<file path="src/rtl/access_guard_pkg.sv">
// bus access guard shared types
`default_nettype none

package access_guard_pkg;

	// request opcodes, TL-UL A channel encoding
	typedef enum logic [2:0] {
		PutFullData    = 3'd0,
		PutPartialData = 3'd1,
		Get            = 3'd4
	} tl_op_e;

	// response opcodes, TL-UL D channel encoding
	typedef enum logic [2:0] {
		AccessAck     = 3'd0,
		AccessAckData = 3'd1
	} tl_rsp_op_e;

	// request channel, ready travels on its own wire
	typedef struct packed {
		logic        a_valid;
		tl_op_e      a_opcode;
		logic [31:0] a_address;
		logic [31:0] a_data;
		logic [7:0]  a_source;
	} tl_a_t;

	// response channel
	typedef struct packed {
		logic        d_valid;
		tl_rsp_op_e  d_opcode;
		logic [31:0] d_data;
		logic [7:0]  d_source;
		logic        d_error;
	} tl_d_t;

	// region match mode, encoding 3 behaves like OFF
	typedef enum logic [1:0] {
		OFF = 2'd0,
		TOR = 2'd1,
		NA4 = 2'd2
	} pmp_mode_e;

	// one config byte per region
	typedef struct packed {
		logic [2:0] rsvd_hi;
		pmp_mode_e  mode;
		logic       rsvd_lo;
		logic       write;
		logic       read;
	} pmp_cfg_t;

	// guard state as seen by the cpu
	typedef enum logic [1:0] {
		OPEN        = 2'd0,
		DENY_RSP    = 2'd1,
		RSP_PENDING = 2'd2,
		LOCKED      = 2'd3
	} gate_state_e;

	// last refused host request
	typedef struct packed {
		logic [31:0] address;
		tl_op_e      opcode;
	} denial_t;

	// cpu register map, word index = address bits 9:2
	localparam logic [7:0] RELEASE_IDX     = 8'd240;
	localparam logic [7:0] DENIED_ADDR_IDX = 8'd241;
	localparam logic [7:0] DENIED_TYPE_IDX = 8'd242;
	localparam logic [7:0] STATE_IDX       = 8'd243;
	localparam logic [7:0] INTR_STATE_IDX  = 8'd244;
	localparam logic [7:0] INTR_ENABLE_IDX = 8'd245;
	localparam int unsigned CSR_WORDS      = 256;

endpackage

`default_nettype wire
</file>
<file path="src/rtl/access_guard_top.sv">
// bus access guard top
`timescale 1ns/1ps
`default_nettype none

module access_guard_top #(
	parameter int NumRegions = 4
) (
	input  wire logic                    clk,
	input  wire logic                    rst,
	// untrusted host
	input  wire access_guard_pkg::tl_a_t host_a_i,
	output logic                         host_a_ready_o,
	output access_guard_pkg::tl_d_t      host_d_o,
	input  wire logic                    host_d_ready_i,
	// protected device
	output access_guard_pkg::tl_a_t      dev_a_o,
	input  wire logic                    dev_a_ready_i,
	input  wire access_guard_pkg::tl_d_t dev_d_i,
	output logic                         dev_d_ready_o,
	// cpu register port
	input  wire access_guard_pkg::tl_a_t cpu_a_i,
	output logic                         cpu_a_ready_o,
	output access_guard_pkg::tl_d_t      cpu_d_o,
	input  wire logic                    cpu_d_ready_i,
	output logic                         irq_o
);

	import access_guard_pkg::*;

	pmp_cfg_t    pmp_cfg [NumRegions];
	logic [31:0] pmp_addr [NumRegions];
	logic        release_pulse;
	logic [31:0] host_addr;
	logic        host_is_read;
	logic        deny;
	logic        deny_pulse;
	denial_t     denial;
	gate_state_e gate_state;

	// cpu side registers and region table
	guard_csr_port #(
		.NumRegions(NumRegions)
	) u_csr (
		.clk          (clk),
		.rst          (rst),
		.cpu_a_i      (cpu_a_i),
		.cpu_d_ready_i(cpu_d_ready_i),
		.cpu_a_ready_o(cpu_a_ready_o),
		.cpu_d_o      (cpu_d_o),
		.deny_pulse_i (deny_pulse),
		.denial_i     (denial),
		.gate_state_i (gate_state),
		.pmp_cfg_o    (pmp_cfg),
		.pmp_addr_o   (pmp_addr),
		.release_o    (release_pulse),
		.irq_o        (irq_o)
	);

	// permission check of the current host request
	pmp_checker #(
		.NumRegions(NumRegions)
	) u_pmp (
		.cfg_i        (pmp_cfg),
		.addr_i       (pmp_addr),
		.req_addr_i   (host_addr),
		.req_is_read_i(host_is_read),
		.deny_o       (deny)
	);

	// host to device path
	access_gate u_gate (
		.clk           (clk),
		.rst           (rst),
		.host_a_i      (host_a_i),
		.host_a_ready_o(host_a_ready_o),
		.host_d_o      (host_d_o),
		.host_d_ready_i(host_d_ready_i),
		.dev_a_o       (dev_a_o),
		.dev_a_ready_i (dev_a_ready_i),
		.dev_d_i       (dev_d_i),
		.dev_d_ready_o (dev_d_ready_o),
		.req_addr_o    (host_addr),
		.req_is_read_o (host_is_read),
		.deny_i        (deny),
		.release_i     (release_pulse),
		.deny_pulse_o  (deny_pulse),
		.denial_o      (denial),
		.state_o       (gate_state)
	);

endmodule

`default_nettype wire

</file>
<file path="src/rtl/access_gate.sv">
// host access gate fsm
`timescale 1ns/1ps
`default_nettype none

module access_gate (
	input  wire logic                    clk,
	input  wire logic                    rst,
	input  wire access_guard_pkg::tl_a_t host_a_i,
	output logic                         host_a_ready_o,
	output access_guard_pkg::tl_d_t      host_d_o,
	input  wire logic                    host_d_ready_i,
	output access_guard_pkg::tl_a_t      dev_a_o,
	input  wire logic                    dev_a_ready_i,
	input  wire access_guard_pkg::tl_d_t dev_d_i,
	output logic                         dev_d_ready_o,
	output logic [31:0]                  req_addr_o,
	output logic                         req_is_read_o,
	input  wire logic                    deny_i,
	input  wire logic                    release_i,
	output logic                         deny_pulse_o,
	output access_guard_pkg::denial_t    denial_o,
	output access_guard_pkg::gate_state_e state_o
);

	import access_guard_pkg::*;

	gate_state_e state_q;
	gate_state_e state_d;
	denial_t     denial_q;
	logic [7:0]  src_q;
	tl_rsp_op_e  rsp_op_q;
	tl_d_t       err_rsp;

	// checker looks at the live host request
	assign req_addr_o    = host_a_i.a_address;
	assign req_is_read_o = (host_a_i.a_opcode == Get);

	// refused request is taken from the host but never forwarded
	assign deny_pulse_o = (state_q == OPEN) && host_a_i.a_valid && dev_a_ready_i && deny_i;

	// error response built from the captured request
	assign err_rsp.d_valid  = 1'b1;
	assign err_rsp.d_opcode = rsp_op_q;
	assign err_rsp.d_data   = '0;
	assign err_rsp.d_source = src_q;
	assign err_rsp.d_error  = 1'b1;

	always_comb begin
		state_d = state_q;
		case (state_q)
			OPEN: begin
				if (deny_pulse_o) begin
					state_d = DENY_RSP;
				end
			end
			DENY_RSP: begin
				// release may come before the host takes the error
				if (host_d_ready_i && release_i) begin
					state_d = OPEN;
				end else if (host_d_ready_i) begin
					state_d = LOCKED;
				end else if (release_i) begin
					state_d = RSP_PENDING;
				end
			end
			RSP_PENDING: begin
				if (host_d_ready_i) begin
					state_d = OPEN;
				end
			end
			default: begin
				if (release_i) begin
					state_d = OPEN;
				end
			end
		endcase
	end

	// channel steering
	always_comb begin
		dev_a_o         = host_a_i;
		dev_a_o.a_valid = 1'b0;
		host_a_ready_o  = 1'b0;
		dev_d_ready_o   = 1'b0;
		host_d_o        = err_rsp;
		case (state_q)
			OPEN: begin
				// straight pass through, no added latency
				dev_a_o.a_valid = host_a_i.a_valid && !deny_i;
				host_a_ready_o  = dev_a_ready_i;
				dev_d_ready_o   = host_d_ready_i;
				host_d_o        = dev_d_i;
			end
			DENY_RSP, RSP_PENDING: host_d_o = err_rsp;
			// locked, nothing goes back to the host
			default: host_d_o.d_valid = 1'b0;
		endcase
	end

	always_ff @(posedge clk or negedge rst) begin
		if (!rst) begin
			state_q  <= OPEN;
			denial_q <= '0;
		end else begin
			state_q <= state_d;
			if (deny_pulse_o) begin
				denial_q.address <= host_a_i.a_address;
				denial_q.opcode  <= host_a_i.a_opcode;
			end
		end
	end

	// error response payload
	always_ff @(posedge clk) begin
		if (deny_pulse_o) begin
			src_q    <= host_a_i.a_source;
			rsp_op_q <= (host_a_i.a_opcode == Get) ? AccessAckData : AccessAck;
		end
	end

	assign denial_o = denial_q;
	assign state_o  = state_q;

	// no request reaches the device while the path is blocked
	a_no_fwd_blocked: assert property (@(posedge clk) disable iff (!rst)
		state_q != OPEN |-> !dev_a_o.a_valid);

endmodule

`default_nettype wire

</file>
<file path="src/rtl/pmp_checker.sv">
// pmp region checker
`timescale 1ns/1ps
`default_nettype none

module pmp_checker #(
	parameter int NumRegions = 4
) (
	input  wire access_guard_pkg::pmp_cfg_t cfg_i [NumRegions],
	input  wire logic [31:0]                addr_i [NumRegions],
	input  wire logic [31:0]                req_addr_i,
	input  wire logic                       req_is_read_i,
	output logic                            deny_o
);

	import access_guard_pkg::*;

	logic [31:0]           req_word;
	logic [NumRegions-1:0] match;
	logic [NumRegions-1:0] allow;

	// table entries hold byte address >> 2
	assign req_word = {2'b00, req_addr_i[31:2]};

	for (genvar k = 0; k < NumRegions; k++) begin : g_region
		logic [31:0] lower;

		// TOR bottom is the previous entry, zero for the first one
		if (k == 0) begin : g_first
			assign lower = '0;
		end else begin : g_next
			assign lower = addr_i[k - 1];
		end

		always_comb begin
			case (cfg_i[k].mode)
				TOR:     match[k] = (lower <= req_word) && (req_word < addr_i[k]);
				NA4:     match[k] = (req_word == addr_i[k]);
				// OFF and the unused encoding
				default: match[k] = 1'b0;
			endcase
		end

		// everything that is not a read needs write permission
		assign allow[k] = req_is_read_i ? cfg_i[k].read : cfg_i[k].write;
	end

	// walk from the top so the lowest matching region has the last word
	always_comb begin
		deny_o = 1'b1;
		for (int k = NumRegions - 1; k >= 0; k--) begin
			if (match[k]) begin
				deny_o = !allow[k];
			end
		end
	end

endmodule

`default_nettype wire

</file>
<file path="src/rtl/guard_csr_port.sv">
// guard cpu register port
`timescale 1ns/1ps
`default_nettype none

module guard_csr_port #(
	parameter int NumRegions = 4
) (
	input  wire logic                          clk,
	input  wire logic                          rst,
	input  wire access_guard_pkg::tl_a_t       cpu_a_i,
	input  wire logic                          cpu_d_ready_i,
	output logic                               cpu_a_ready_o,
	output access_guard_pkg::tl_d_t            cpu_d_o,
	input  wire logic                          deny_pulse_i,
	input  wire access_guard_pkg::denial_t     denial_i,
	input  wire access_guard_pkg::gate_state_e gate_state_i,
	output access_guard_pkg::pmp_cfg_t         pmp_cfg_o [NumRegions],
	output logic [31:0]                        pmp_addr_o [NumRegions],
	output logic                               release_o,
	output logic                               irq_o
);

	import access_guard_pkg::*;

	// four config bytes per word, address words follow the config words
	localparam int NumCfgWords = NumRegions / 4;
	localparam int AddrBase    = NumCfgWords;
	localparam int IdxW        = $clog2(CSR_WORDS);

	logic [31:0]         cfg_words  [NumCfgWords];
	logic [31:0]         addr_words [NumRegions];
	logic [IdxW-1:0]     word_idx;
	logic                accept;
	logic [NumCfgWords-1:0] cfg_hit;
	logic [NumRegions-1:0]  addr_hit;
	logic [NumCfgWords-1:0] wr_cfg;
	logic [NumRegions-1:0]  wr_addr;
	logic                wr_release;
	logic                wr_intr_clr;
	logic                wr_intr_en;
	logic                rsp_err;
	logic [31:0]         rsp_data;
	tl_rsp_op_e          rsp_op;
	tl_d_t               cpu_d_q;
	logic                intr_state_q;
	logic                intr_enable_q;

	// only one response in flight
	assign cpu_a_ready_o = !cpu_d_q.d_valid;
	assign accept        = cpu_a_i.a_valid && cpu_a_ready_o;
	assign word_idx      = cpu_a_i.a_address[9:2];

	// one-hot hits on the region table words
	always_comb begin
		for (int k = 0; k < NumCfgWords; k++) begin
			cfg_hit[k] = (int'(word_idx) == k);
		end
		for (int k = 0; k < NumRegions; k++) begin
			addr_hit[k] = (int'(word_idx) == AddrBase + k);
		end
	end

	// request decode, error leaves all state untouched
	always_comb begin
		wr_cfg      = '0;
		wr_addr     = '0;
		wr_release  = 1'b0;
		wr_intr_clr = 1'b0;
		wr_intr_en  = 1'b0;
		rsp_err     = 1'b0;
		rsp_data    = '0;
		rsp_op      = AccessAck;
		case (cpu_a_i.a_opcode)
			PutFullData: begin
				if (|cfg_hit) begin
					wr_cfg = cfg_hit;
				end else if (|addr_hit) begin
					wr_addr = addr_hit;
				end else begin
					case (word_idx)
						RELEASE_IDX:     wr_release  = 1'b1;
						INTR_STATE_IDX:  wr_intr_clr = 1'b1;
						INTR_ENABLE_IDX: wr_intr_en  = 1'b1;
						default:         rsp_err     = 1'b1;
					endcase
				end
			end
			Get: begin
				rsp_op = AccessAckData;
				for (int k = 0; k < NumCfgWords; k++) begin
					if (cfg_hit[k]) begin
						rsp_data = cfg_words[k];
					end
				end
				for (int k = 0; k < NumRegions; k++) begin
					if (addr_hit[k]) begin
						rsp_data = addr_words[k];
					end
				end
				if (!(|cfg_hit) && !(|addr_hit)) begin
					case (word_idx)
						DENIED_ADDR_IDX: rsp_data      = denial_i.address;
						DENIED_TYPE_IDX: rsp_data[2:0] = denial_i.opcode;
						STATE_IDX:       rsp_data[1:0] = gate_state_i;
						INTR_STATE_IDX:  rsp_data[31]  = intr_state_q;
						INTR_ENABLE_IDX: rsp_data[31]  = intr_enable_q;
						default:         rsp_err       = 1'b1;
					endcase
				end
			end
			// partial writes and unknown opcodes are refused
			default: rsp_err = 1'b1;
		endcase
	end

	// region table
	always_ff @(posedge clk or negedge rst) begin
		if (!rst) begin
			cfg_words  <= '{default: '0};
			addr_words <= '{default: '0};
		end else if (accept) begin
			for (int k = 0; k < NumCfgWords; k++) begin
				if (wr_cfg[k]) begin
					cfg_words[k] <= cpu_a_i.a_data;
				end
			end
			for (int k = 0; k < NumRegions; k++) begin
				if (wr_addr[k]) begin
					addr_words[k] <= cpu_a_i.a_data;
				end
			end
		end
	end

	// response register, release pulse and interrupt bits
	always_ff @(posedge clk or negedge rst) begin
		if (!rst) begin
			cpu_d_q       <= '0;
			release_o     <= 1'b0;
			intr_state_q  <= 1'b0;
			intr_enable_q <= 1'b0;
		end else begin
			release_o <= accept && wr_release;
			if (accept) begin
				cpu_d_q.d_valid  <= 1'b1;
				cpu_d_q.d_opcode <= rsp_op;
				cpu_d_q.d_data   <= rsp_data;
				cpu_d_q.d_source <= cpu_a_i.a_source;
				cpu_d_q.d_error  <= rsp_err;
			end else if (cpu_d_ready_i) begin
				cpu_d_q.d_valid <= 1'b0;
			end
			// a new denial wins over a clear in the same cycle
			if (deny_pulse_i) begin
				intr_state_q <= 1'b1;
			end else if (accept && wr_intr_clr) begin
				intr_state_q <= 1'b0;
			end
			if (accept && wr_intr_en) begin
				intr_enable_q <= cpu_a_i.a_data[31];
			end
		end
	end

	// config bytes unpacked per region
	for (genvar k = 0; k < NumRegions; k++) begin : g_cfg_out
		assign pmp_cfg_o[k]  = pmp_cfg_t'(cfg_words[k / 4][8 * (k % 4) +: 8]);
		assign pmp_addr_o[k] = addr_words[k];
	end

	assign cpu_d_o = cpu_d_q;
	assign irq_o   = intr_state_q & intr_enable_q;

	// a pending response holds until the cpu takes it
	a_cpu_rsp_hold: assert property (@(posedge clk) disable iff (!rst)
		cpu_d_o.d_valid && !cpu_d_ready_i |=> cpu_d_o.d_valid && $stable(cpu_d_o));

endmodule

`default_nettype wire

</file>
<file path="config.mk">
export PLATFORM = sky130hd
export DESIGN_NAME = access_guard_top
export DESIGN_NICKNAME = d
export VERILOG_FILES = /design/src/rtl/access_guard_pkg.sv /design/src/rtl/access_guard_top.sv /design/src/rtl/access_gate.sv /design/src/rtl/pmp_checker.sv /design/src/rtl/guard_csr_port.sv
export SDC_FILE = /design/constraint.sdc
export NUM_CORES = 1
export LEC_CHECK = 0
export CAP_MARGIN = 20
export CORE_MARGIN = 2
export CORE_UTILIZATION = 65
export DETAILED_ROUTE_END_ITERATION = 7
export DONT_BUFFER_PORTS = 1
export PLACE_DENSITY = 0.81
export SLEW_MARGIN = 10
export SYNTH_ARGS = -nofsm -noshare
export SYNTH_HDL_FRONTEND = slang
export SYNTH_SLANG_ARGS = --single-unit
</file>
<file path="constraint.sdc">
create_clock -name clk -period 4.7 [get_ports clk]
set_clock_uncertainty 0.15 [all_clocks]
set_input_delay 0.235 -clock clk [delete_from_list [all_inputs] [get_ports clk]]
set_output_delay 0.235 -clock clk [all_outputs]
set_load 0.005 [all_outputs]
</file>
==> impl_summary.log, run 1 <==
[metrics] CTS tree: built
[metrics] TritonCTS buffer count: 27
[metrics] Cell Int Power: 4.20 mW
[metrics] share of the clock period used by the worst path after layout: 87.7%
[metrics] worst hold slack: -746 ps
[metrics] hold-fix buffers at CTS: 94
[metrics] Placed Area: 0.0147 mm2
[metrics] internal reg-to-reg setup slack: 600 ps
[metrics] Data required, critical path: 4320 ps
[metrics] adder-cell area share of the yosys netlist: 11.0%
[metrics] post-DP HPWL: 31.6 mm
[metrics] num rows: 55
[metrics] top-level I/O count: 372
[metrics] startpoint type of the worst setup path: register
[metrics] count of distinct cell types in the synthesized netlist: 66
[metrics] Setup WS pre-CTS: 735 ps
[metrics] category of the most critical setup path: register to output port
[metrics] buffer count from post-CTS setup fixing: 0
[metrics] class of the tightest hold or removal check: input pin to async pin
[metrics] sort of element at the end of the critical path: output port
[metrics] 1st-pass router iterations: 7
[metrics] count of maximum capacitance violations: 0
[metrics] status: complete, but fails checks
[metrics] Final Critical Period: 4120 ps
[metrics] Seq cells post-synth: 252
[metrics] proportion of synthesized flip-flops having asynchronous set or reset: 96.4%
[metrics] Clock Path Buffers: 3
[metrics] routability cong.: 0.892
[metrics] cells taking the most area after synthesis: sky130_fd_sc_hd__dfrtp_1, sky130_fd_sc_hd__ha_1, sky130_fd_sc_hd__mux2_2
[metrics] total count of max-transition violations in the final report: 0
[metrics] cell type contributing the most total cell area after synthesis: sky130_fd_sc_hd__dfrtp_1
[metrics] Slew HR: 40.6%
[metrics] total standard cell area after synthesis: 0.0150 mm2
[metrics] Placed Cells: 1,633
[metrics] per-instance average area after synthesis: 10.2 um2
[metrics] drt wl/cell: 26.0 um
[metrics] portion of total power attributed to sequential cells: 44.5%
[metrics] data arrival time of the critical path: 3740 ps
[metrics] die width: 156 um
[metrics] failing checks: negative hold slack
[metrics] leakage power summed over all cells: 8.20 nW
[metrics] Critical Path Fanout Max: 3
[metrics] Worst R2R Start: u_csr.pmp_addr_o[123]$_DFFE_PN0P_
[metrics] global route overflow: 0
[metrics] post-route insts no fill: 1,796
[metrics] GRT busiest layer: met2
[metrics] via total after detailed routing: 11,800
[metrics] clk sink count: 252
[metrics] number of H-tree levels: 1
[metrics] transition time at the pin with the least slew margin: 892 ps
[metrics] Floorplan Core Area: 0.0226 mm2
[metrics] Filler cells: 1,513
[metrics] total detailed-routing wirelength: 46.8 mm
[metrics] vias per cell: 6.59
[metrics] largest net degree at the start of global routing: 244
[metrics] area share of the largest cell type after synthesis: 40.4%
[metrics] EDFF count, synth: 9
[metrics] number of antenna violations at the first check in global routing: 17
[metrics] synth warn: 0
[metrics] All-Layer GR Usage: 38.0%
[metrics] met1 Usage GRT: 46.4%
[metrics] Clk Latency, worst-skew pair: 550 ps
[metrics] compound-gate portion of the synthesized area: 12.7%
[metrics] dominant combinational cell family by area after synthesis: multiplexers
[metrics] number of cells upsized or downsized after cts: 0
[metrics] worst setup path startpoint: u_csr.pmp_addr_o[123]$_DFFE_PN0P_
[metrics] wire length of the first global-routing pass: 70.8 mm
[metrics] vertical extent of the die: 156 um
[metrics] worst setup slack after layout: 578 ps
[metrics] share of post-route cells with drive strength above 1: 15.2%
[metrics] most instantiated cells after synthesis: sky130_fd_sc_hd__dfrtp_1, sky130_fd_sc_hd__nand2_1, sky130_fd_sc_hd__o21ai_0
[metrics] CTS root buffer: sky130_fd_sc_hd__clkbuf_16
[metrics] met2 track demand over resource in global routing: 60.8%
[metrics] overall die area: 0.0244 mm2
[metrics] gate count of the mapped netlist: 1,471
[metrics] met3 Use GR: 14.0%
[metrics] unrepaired setup endpoints after global routing: false
[metrics] multiplexer area fraction after synthesis: 14.8%
[metrics] clock transition at the register clock pins on the worst setup and hold paths after CTS: 70 ps
[metrics] Final Hold Vio Count: 244
[metrics] Synth Flop Type: sky130_fd_sc_hd__dfrtp_1
[metrics] Highest Clock Rate: 0.243 GHz
[metrics] final count of negative-setup-slack endpoints: 0
[metrics] antenna violation net count after detailed routing: 0
[metrics] Synth Area in Simple Gates: 10.0%
[metrics] CP endpoint: dev_a_o[75]
[metrics] DRC violations left: 0
[metrics] reg2reg end: u_gate.src_q[0]$_DFFE_PP_
[metrics] Post-Layout Inst Area: 0.0167 mm2
[metrics] switching pwr: 1.41 mW
[metrics] starting utilization of the core area: 66.4%
[metrics] number of violations reported at the end of detailed-routing iteration 0: 1,316
[metrics] number of cell instances on the worst register-to-register path: 11
[metrics] final total negative setup slack: 0 ps
[metrics] layout overhead on the synthesized area: 11.0%
[metrics] Pwr per Cell Area: 337 mW/mm2
[metrics] IR Drop Worst-Case VDD: 305 uV
[metrics] clock network power share: 40.9%
[metrics] Net count, final: 1,806
[metrics] # port buffers: 0
[metrics] most common cell in the netlist: sky130_fd_sc_hd__dfrtp_1
[metrics] number of global-route vias before repair: 12,100
[metrics] xor/xnor share of the synthesized area: 0.0583%
[metrics] part of the Yosys area used for sequential elements: 42.2%
[metrics] sw frac: 25.2%
[metrics] fraction of power consumed by combinational cells: 14.6%
==> cell usage in the layout, fill, tap and decap left out, types with 19 or more instances in the layout <==
cell type                         n
sky130_fd_sc_hd__nand2_1        156
sky130_fd_sc_hd__inv_1          142
sky130_fd_sc_hd__mux2_2         109
sky130_fd_sc_hd__a21oi_1         52
sky130_fd_sc_hd__and2_1          37
sky130_fd_sc_hd__buf_4           20
sky130_fd_sc_hd__o21ai_0        155
sky130_fd_sc_hd__dfrtp_1        243
sky130_fd_sc_hd__ha_1           131
sky130_fd_sc_hd__mux2i_1         33
sky130_fd_sc_hd__nand4_1         24
sky130_fd_sc_hd__dlygate4sd3_1   94
sky130_fd_sc_hd__a22oi_1         29
sky130_fd_sc_hd__clkbuf_16       27
sky130_fd_sc_hd__diode_2         19
sky130_fd_sc_hd__nor2_1          27
==> metrics by stage <==
| step | power [mW] | util, % |
|---|---|---|
| after floorplan | 3.12 | - |
| after global placement | 3.20 | 65.0 |
| after detailed placement | 3.24 | 65.0 |
| after CTS | 5.61 | 73.4 |
| after global routing | 5.79 | 73.6 |
| final | 5.62 | 73.7 |
==> state kept, by name, indices dropped and copies added, names as in the netlist <==
| name | cells |
|---|---|
| u_csr.pmp_addr_o | 128 |
| u_csr.cpu_d_o | 43 |
| u_gate.denial_o | 35 |
| u_csr.cfg_words | 32 |
| u_gate.src_q | 8 |
| u_gate.state_o | 2 |
| u_csr.intr_enable_q | 1 |
| u_csr.intr_state_q | 1 |
| u_csr.release_o | 1 |
| u_gate.rsp_op_q | 1 |
==> metal layers <==
layer  vias to the layer above  wire length [um]
met3                       150              5920
met2                       786             21900
met5                         -                 0
met1                      5782             17000
met4                         0              1940
li1                       5126                 -
==> critical path, stage by stage (launching register included) <==
cell and delay, ps:
sky130_fd_sc_hd__dfrtp_1 370, sky130_fd_sc_hd__inv_1 80, sky130_fd_sc_hd__ha_1 320, sky130_fd_sc_hd__nand4_1 160, sky130_fd_sc_hd__nor4_1 670, sky130_fd_sc_hd__nand3_1 200, sky130_fd_sc_hd__a2111oi_0 690, sky130_fd_sc_hd__nor2_1 190
sky130_fd_sc_hd__o211ai_1 210, sky130_fd_sc_hd__o2111a_1 310
==> power by group through the flow <==
stage	clock network (mW)	logic (mW)	registers [mW]
2_1_floorplan	0	0.629	2.49
3_3_place_gp	0	0.679	2.52
3_5_place_dp	0	0.710	2.53
4_1_cts	2.30	0.807	2.50
5_1_grt	2.39	0.877	2.52
6_report	2.30	0.818	2.50
==> cells by family (layout without fill, tap and decap cells) <==
family / after synthesis / after routing
flops: 252 / 252
buf+inv: 286 / 306
simple gates: 313 / 313
xor+xnor: 1 / 1
other cells: 1 / 21
mux: 177 / 177
compound gates: 309 / 309
fa+ha+maj: 132 / 132
==> layout make-up <==
type | instances | area [um2] | area share, %
well taps | 285 | 357 | 2.14
clock inverters | 9 | 149 | 0.893
flip-flops and latches | 252 | 6350 | 38.1
clock buffers | 40 | 805 | 4.82
inverters | 142 | 533 | 3.20
repair buffers | 115 | 1110 | 6.63
diodes | 19 | 47.5 | 0.285
multi-input cells | 934 | 7330 | 44.0
==> how the worst min path moves through the flow <==
stage,start,endpoint,slack [ps],cells past startpoint
finish,rst,u_csr.pmp_addr_o[109]$_DFFE_PN0P_,-750,0
global route,rst,u_csr.cpu_d_o[19]$_DFFE_PN0P_,-760,0
CTS,rst,u_csr.cpu_d_o[24]$_DFFE_PN0P_,-760,0
detailed placement,rst,u_csr.pmp_addr_o[42]$_DFFE_PN0P_,-200,0
global placement,rst,u_csr.pmp_addr_o[42]$_DFFE_PN0P_,-200,0
floorplan,rst,u_csr.cfg_words[0]$_DFFE_PN0P_,-210,0
No activity file was read; power rests on OpenSTA's default activity.
==> run 2, diff against run 1 <==
CORE_UTILIZATION = 50   (was 65)
PLACE_DENSITY = not set   (was 0.81)
==> run 2 against run 1 <==
The flow still finishes with violations (negative hold slack). Maximum frequency down 3.5%. Sequential cell count unchanged. Core utilization down 17 points. Hold slack worse by 7.4 ps.
==> impl_summary.log, run 2 (synthesized netlist as in run 1, its figures left out) <==
[metrics] status: complete, but fails checks
[metrics] failing checks: negative hold slack
[metrics] Final Hold Vio Count: 243
[metrics] Highest Clock Rate: 0.234 GHz
[metrics] leakage power summed over all cells: 8.19 nW
[metrics] antenna violation net count after detailed routing: 0
[metrics] sort of element at the end of the critical path: output port
[metrics] internal reg-to-reg setup slack: 590 ps
[metrics] Data required, critical path: 4320 ps
[metrics] top-level I/O count: 372
[metrics] Final Critical Period: 4270 ps
[metrics] worst setup slack after layout: 427 ps
[metrics] cell with the largest stage delay on the worst path: sky130_fd_sc_hd__nor4_1
[metrics] drt wl/cell: 24.3 um
[metrics] overall die area: 0.0315 mm2
[metrics] wire length of the first global-routing pass: 67.8 mm
[metrics] Floorplan Core Area: 0.0296 mm2
[metrics] # port buffers: 0
[metrics] CTS tree: built
[metrics] clk sink count: 252
[metrics] vias per cell: 5.89
[metrics] Critical Path Fanout Max: 4
[metrics] count of maximum capacitance violations: 0
[metrics] Clock Path Buffers: 3
[metrics] vertical extent of the die: 177 um
[metrics] 1st-pass router iterations: 6
[metrics] Worst path top cell family by delay: simple AND/OR/NAND/NOR gates
[metrics] worst-path cell chain: ha_1, nand4_1, nor4_1, and2b_1, a22oi_1, a2111oi_0, nor2_1, o211ai_1, o2111a_1
[metrics] worst hold slack: -753 ps
[metrics] Placed Cells: 1,735
[metrics] share of post-route cells with drive strength above 1: 15.2%
[metrics] num rows: 63
[metrics] layout overhead on the synthesized area: 11.7%
[metrics] number of H-tree levels: 1
[metrics] startpoint type of the worst setup path: register
[metrics] number of cells upsized or downsized after cts: 0
[metrics] share of the clock period used by the worst path after layout: 90.9%
[metrics] number of global-route vias before repair: 10,900
[metrics] global route overflow: 0
[metrics] final total negative setup slack: 0 ps
[metrics] unrepaired setup endpoints after global routing: false
[metrics] TritonCTS buffer count: 28
[metrics] starting utilization of the core area: 50.7%
[metrics] critical path's largest stage delay: 690 ps
[metrics] reg2reg end: u_gate.denial_o[17]$_DFFE_PN0P_
[metrics] total detailed-routing wirelength: 45.9 mm
[metrics] total count of max-transition violations in the final report: 0
[metrics] clock transition at the register clock pins on the worst setup and hold paths after CTS: 60 ps
[metrics] Worst R2R Start: u_csr.pmp_addr_o[93]$_DFFE_PN0P_
[metrics] IR Drop Worst-Case VDD: 295 uV
[metrics] most frequent cells in the layout: sky130_fd_sc_hd__dfrtp_1, sky130_fd_sc_hd__nand2_1, sky130_fd_sc_hd__o21ai_0, sky130_fd_sc_hd__inv_1, sky130_fd_sc_hd__ha_1
[metrics] flip-flop count of the largest register, all copies and words added: 128
[metrics] Pwr per Cell Area: 329 mW/mm2
[metrics] data arrival time of the critical path: 3890 ps
[metrics] buffer count from post-CTS setup fixing: 0
[metrics] via total after detailed routing: 11,100
[metrics] routability cong.: 0.879
[metrics] largest net degree at the start of global routing: 244
[metrics] most common library cell in the layout ignoring fill and taps: sky130_fd_sc_hd__dfrtp_1
[metrics] post-DP HPWL: 31.2 mm
[metrics] category of the most critical setup path: register to output port
[metrics] number of cell instances on the worst register-to-register path: 11
[metrics] number of antenna violations at the first check in global routing: 12
[metrics] number of violations reported at the end of detailed-routing iteration 0: 889
[metrics] CTS root buffer: sky130_fd_sc_hd__clkbuf_16
[metrics] Filler cells: 2,643
[metrics] All-Layer GR Usage: 28.8%
[metrics] Clk Latency, worst-skew pair: 540 ps
[metrics] Setup WS pre-CTS: 746 ps
[metrics] hold-fix buffers at CTS: 96
[metrics] critical path buffer and inverter count: 0
[metrics] DRC violations left: 0
[metrics] post-route insts no fill: 1,892
[metrics] final count of negative-setup-slack endpoints: 0
[metrics] Net count, final: 1,805
[metrics] die width: 177 um
[metrics] class of the tightest hold or removal check: input pin to async pin
[metrics] transition time at the pin with the least slew margin: 993 ps
[metrics] Slew HR: 33.7%
==> run 2: worst max-delay path by stage <==
stage,end,startpoint,cells after the start
2_1_floorplan,u_gate.rsp_op_q[0]$_DFFE_PP_,u_csr.pmp_addr_o[77]$_DFFE_PN0P_,13
3_5_place_dp,u_gate.denial_o[17]$_DFFE_PN0P_,u_csr.pmp_addr_o[111]$_DFFE_PN0P_,13
4_1_cts,dev_a_o[75],u_csr.pmp_addr_o[111]$_DFFE_PN0P_,11
6_report,dev_a_o[75],u_csr.pmp_addr_o[93]$_DFFE_PN0P_,9
5_1_grt,dev_a_o[75],u_csr.pmp_addr_o[93]$_DFFE_PN0P_,9
3_3_place_gp,u_gate.denial_o[34]$_DFFE_PN0P_,u_csr.pmp_addr_o[93]$_DFFE_PN0P_,11
==> run 2: final cells by class <==
cell class,count,area (um2),share of cell area (%)
sequential,252,6350,37.8
clock inverter,11,88.8,0.529
clock buffer,41,842,5.01
timing repair buffer,113,1140,6.76
antenna,9,22.5,0.134
tap,390,488,2.91
inverter,142,533,3.17
multi-input combinational,934,7330,43.7
==> run 2: power by group <==
part	total (mW)	internal (mW)	switching [mW]	leakage, nW
registers	2.50	2.38	0.117	2.93
clock network	2.21	1.30	0.919	0.459
logic	0.808	0.418	0.390	4.80
total	5.52	4.09	1.43	8.19
==> run 2: metal layers <==
metal	GRT usage, %	vias to the layer above	routed length, um
met5	0	-	13
met4	9.19	2	1430
met3	6.60	114	3500
met2	45.6	411	20900
met1	39.2	5499	20100
li1	-	5123	-
==> run 2: worst reg2reg max path: cells and delay by family, from the launching register on <==
kind | cells | cell delay [ps]
adders and majority gates | 1 | 320
and+or+nand+nor | 5 | 1380
DFF | 1 | 390
buffers and inverters | 1 | 260
AOI/OAI and AO/OA | 3 | 1100
muxes | 1 | 370
==> run 2: through the flow <==
| step | total power, mW | area (um2) | utilization (%) |
|---|---|---|---|
| after CTS | 5.56 | 16800 | 56.6 |
| after floorplan | 3.12 | 15000 | - |
| after detailed placement | 3.24 | 14900 | 50.2 |
| after global routing | 5.74 | 16800 | 56.7 |
| final | 5.52 | 16800 | 56.7 |
| after global placement | 3.22 | 14900 | 50.2 |
==> run 3, diff against run 2 <==
CORE_ASPECT_RATIO = 1.5   (was not set)
==> run 3 against run 2 <==
Non-clock buffer count rose by 8. Power is 1.0% lower. Via count rose by 0.30%. The flow still finishes with violations (negative hold slack). Design area barely moved. Cell count is 0.21% higher. Sequential cell count stayed put. Setup slack better by 76 ps.
==> impl_summary.log, run 3 (synthesized netlist as in run 1, its figures left out) <==
[metrics] clock transition at the register clock pins on the worst setup and hold paths after CTS: 60 ps
[metrics] Clk Latency, worst-skew pair: 550 ps
[metrics] Floorplan Core Area: 0.0296 mm2
[metrics] IR Drop Worst-Case VDD: 297 uV
[metrics] hold-fix buffers at CTS: 97
[metrics] antenna violation net count after detailed routing: 0
[metrics] failing checks: negative hold slack
[metrics] global route overflow: 0
[metrics] Worst R2R Start: u_csr.pmp_addr_o[109]$_DFFE_PN0P_
[metrics] worst-path cell chain: inv_1, ha_1, nand4_1, nor4_1, o21ai_0, o211ai_1, a211oi_1, a2111oi_0, nor2_1, o211ai_1, o2111a_1
[metrics] drt wl/cell: 24.1 um
[metrics] Filler cells: 2,577
[metrics] number of global-route vias before repair: 11,500
[metrics] Critical Path Fanout Max: 3
[metrics] status: complete, but fails checks
[metrics] Data required, critical path: 4320 ps
[metrics] vias per cell: 5.90
[metrics] 1st-pass router iterations: 8
[metrics] die width: 146 um
[metrics] post-DP HPWL: 31.1 mm
[metrics] number of H-tree levels: 1
[metrics] sort of element at the end of the critical path: output port
[metrics] vertical extent of the die: 216 um
[metrics] power consumption: 5.46 mW
[metrics] worst setup slack after layout: 504 ps
[metrics] CTS root buffer: sky130_fd_sc_hd__clkbuf_16
[metrics] TritonCTS buffer count: 26
[metrics] share of the clock period used by the worst path after layout: 89.3%
[metrics] Clock Path Buffers: 3
[metrics] critical path's largest stage delay: 530 ps
[metrics] All-Layer GR Usage: 29.3%
[metrics] leakage power summed over all cells: 8.21 nW
[metrics] count of maximum capacitance violations: 0
[metrics] number of antenna violations at the first check in global routing: 4
[metrics] overall die area: 0.0315 mm2
[metrics] Net count, final: 1,811
[metrics] total count of max-transition violations in the final report: 0
[metrics] worst setup path startpoint: u_csr.pmp_addr_o[109]$_DFFE_PN0P_
[metrics] Highest Clock Rate: 0.238 GHz
[metrics] unrepaired setup endpoints after global routing: false
[metrics] cell type with the highest occurrence count on the critical path: sky130_fd_sc_hd__o211ai_1
[metrics] startpoint type of the worst setup path: register
[metrics] Final Critical Period: 4200 ps
[metrics] starting utilization of the core area: 50.8%
[metrics] data arrival time of the critical path: 3810 ps
[metrics] CTS tree: built
[metrics] area taken by multi-input logic gates: 0.00733 mm2
[metrics] wire length of the first global-routing pass: 69.9 mm
[metrics] most common library cell in the layout ignoring fill and taps: sky130_fd_sc_hd__dfrtp_1
[metrics] flip-flop count of the largest register, all copies and words added: 128
[metrics] number of violations reported at the end of detailed-routing iteration 0: 723
[metrics] number of cells upsized or downsized after cts: 0
[metrics] DRC violations left: 0
[metrics] worst hold slack: -754 ps
[metrics] Setup WS pre-CTS: 743 ps
[metrics] final total negative setup slack: 0 ps
[metrics] clk sink count: 252
[metrics] total detailed-routing wirelength: 45.7 mm
[metrics] # port buffers: 0
[metrics] num rows: 77
[metrics] share of post-route cells with drive strength above 1: 15.2%
[metrics] via total after detailed routing: 11,200
[metrics] category of the most critical setup path: register to output port
[metrics] transition time at the pin with the least slew margin: 1000 ps
[metrics] most frequent cells in the layout: sky130_fd_sc_hd__dfrtp_1, sky130_fd_sc_hd__nand2_1, sky130_fd_sc_hd__o21ai_0, sky130_fd_sc_hd__inv_1, sky130_fd_sc_hd__ha_1
[metrics] class of the tightest hold or removal check: input pin to async pin
[metrics] Final Hold Vio Count: 243
[metrics] Slew HR: 32.9%
[metrics] Pwr per Cell Area: 325 mW/mm2
[metrics] layout overhead on the synthesized area: 11.8%
[metrics] top-level I/O count: 372
[metrics] final count of negative-setup-slack endpoints: 0
[metrics] cell with the largest stage delay on the worst path: sky130_fd_sc_hd__a2111oi_0
[metrics] routability cong.: 0.872
[metrics] flip-flop and latch area: 0.00635 mm2
[metrics] largest net degree at the start of global routing: 244
-- run 3: final cells by class --
class,instances,share of cell area [%]
Antenna cell,4,0.0596
Clock inverter,15,1.06
Inverter,142,3.17
Sequential cell,252,37.8
Timing Repair Buffer,121,7.12
Tap cell,395,2.94
Multi-Input combinational cell,934,43.6
Clock buffer,33,4.21
-- run 3: path summary, 6_finish.rpt --
| path | to | slack (ps) | depth (start not counted) |
|---|---|---|---|
| worst max-delay path | dev_a_o[75] | 500 | 11 |
| worst min-delay path | u_csr.cfg_words[13]$_DFFE_PN0P_ | -750 | 0 |
| worst max register to register | u_gate.denial_o[14]$_DFFE_PN0P_ | 660 | 13 |
| worst min register to register | u_csr.cfg_words[30]$_DFFE_PN0P_ | 350 | 1 |
| max in group asynchronous | u_csr.pmp_addr_o[29]$_DFFE_PN0P_ | 4610 | 0 |
| min in group clk | u_csr.cpu_d_o[36]$_DFFE_PN0P_ | 10 | 3 |
-- run 3: report_power, final --
part	switching [mW]	leakage, nW	internal (mW)
clock network	0.893	0.436	1.28
logic	0.364	4.85	0.423
registers	0.119	2.93	2.38
total	1.38	8.21	4.09
-- run 3: what timing repair did --
item / 4_1_cts / 5_1_grt
buffers inserted: 0 / 0
setup endpoints to repair: 0 / 0
endpoints found under the hold margin: 480 / 243
-- run 3: metal layers --
layer  vias up  routed length (um)  global-route usage [%]
met2       414               23900                    53.1
met4         2                1780                    12.0
li1       5128                   -                       -
met5         -                  11                       0
met3        81                2530                    4.69
met1      5558               17500                    34.4
-- run 3: worst max-delay path, delay by kind of cell (launching register included) --
kind	cells	cell delay (ps)
flops	1	340
compound gates	6	1710
simple gates	3	830
buf+inv	1	70
fa+ha+maj	1	300
-- run 3: stage by stage --
| stage | area, um2 | util, % | std cells |
|---|---|---|---|
| 2_1_floorplan | 15000 | - | 1472 |
| 3_5_place_dp | 14900 | 50.4 | 1747 |
| 3_3_place_gp | 14900 | 50.4 | 1747 |
| 5_1_grt | 16800 | 56.8 | 1895 |
| 4_1_cts | 16800 | 56.8 | 1892 |
| 6_report | 16800 | 56.8 | 1896 |
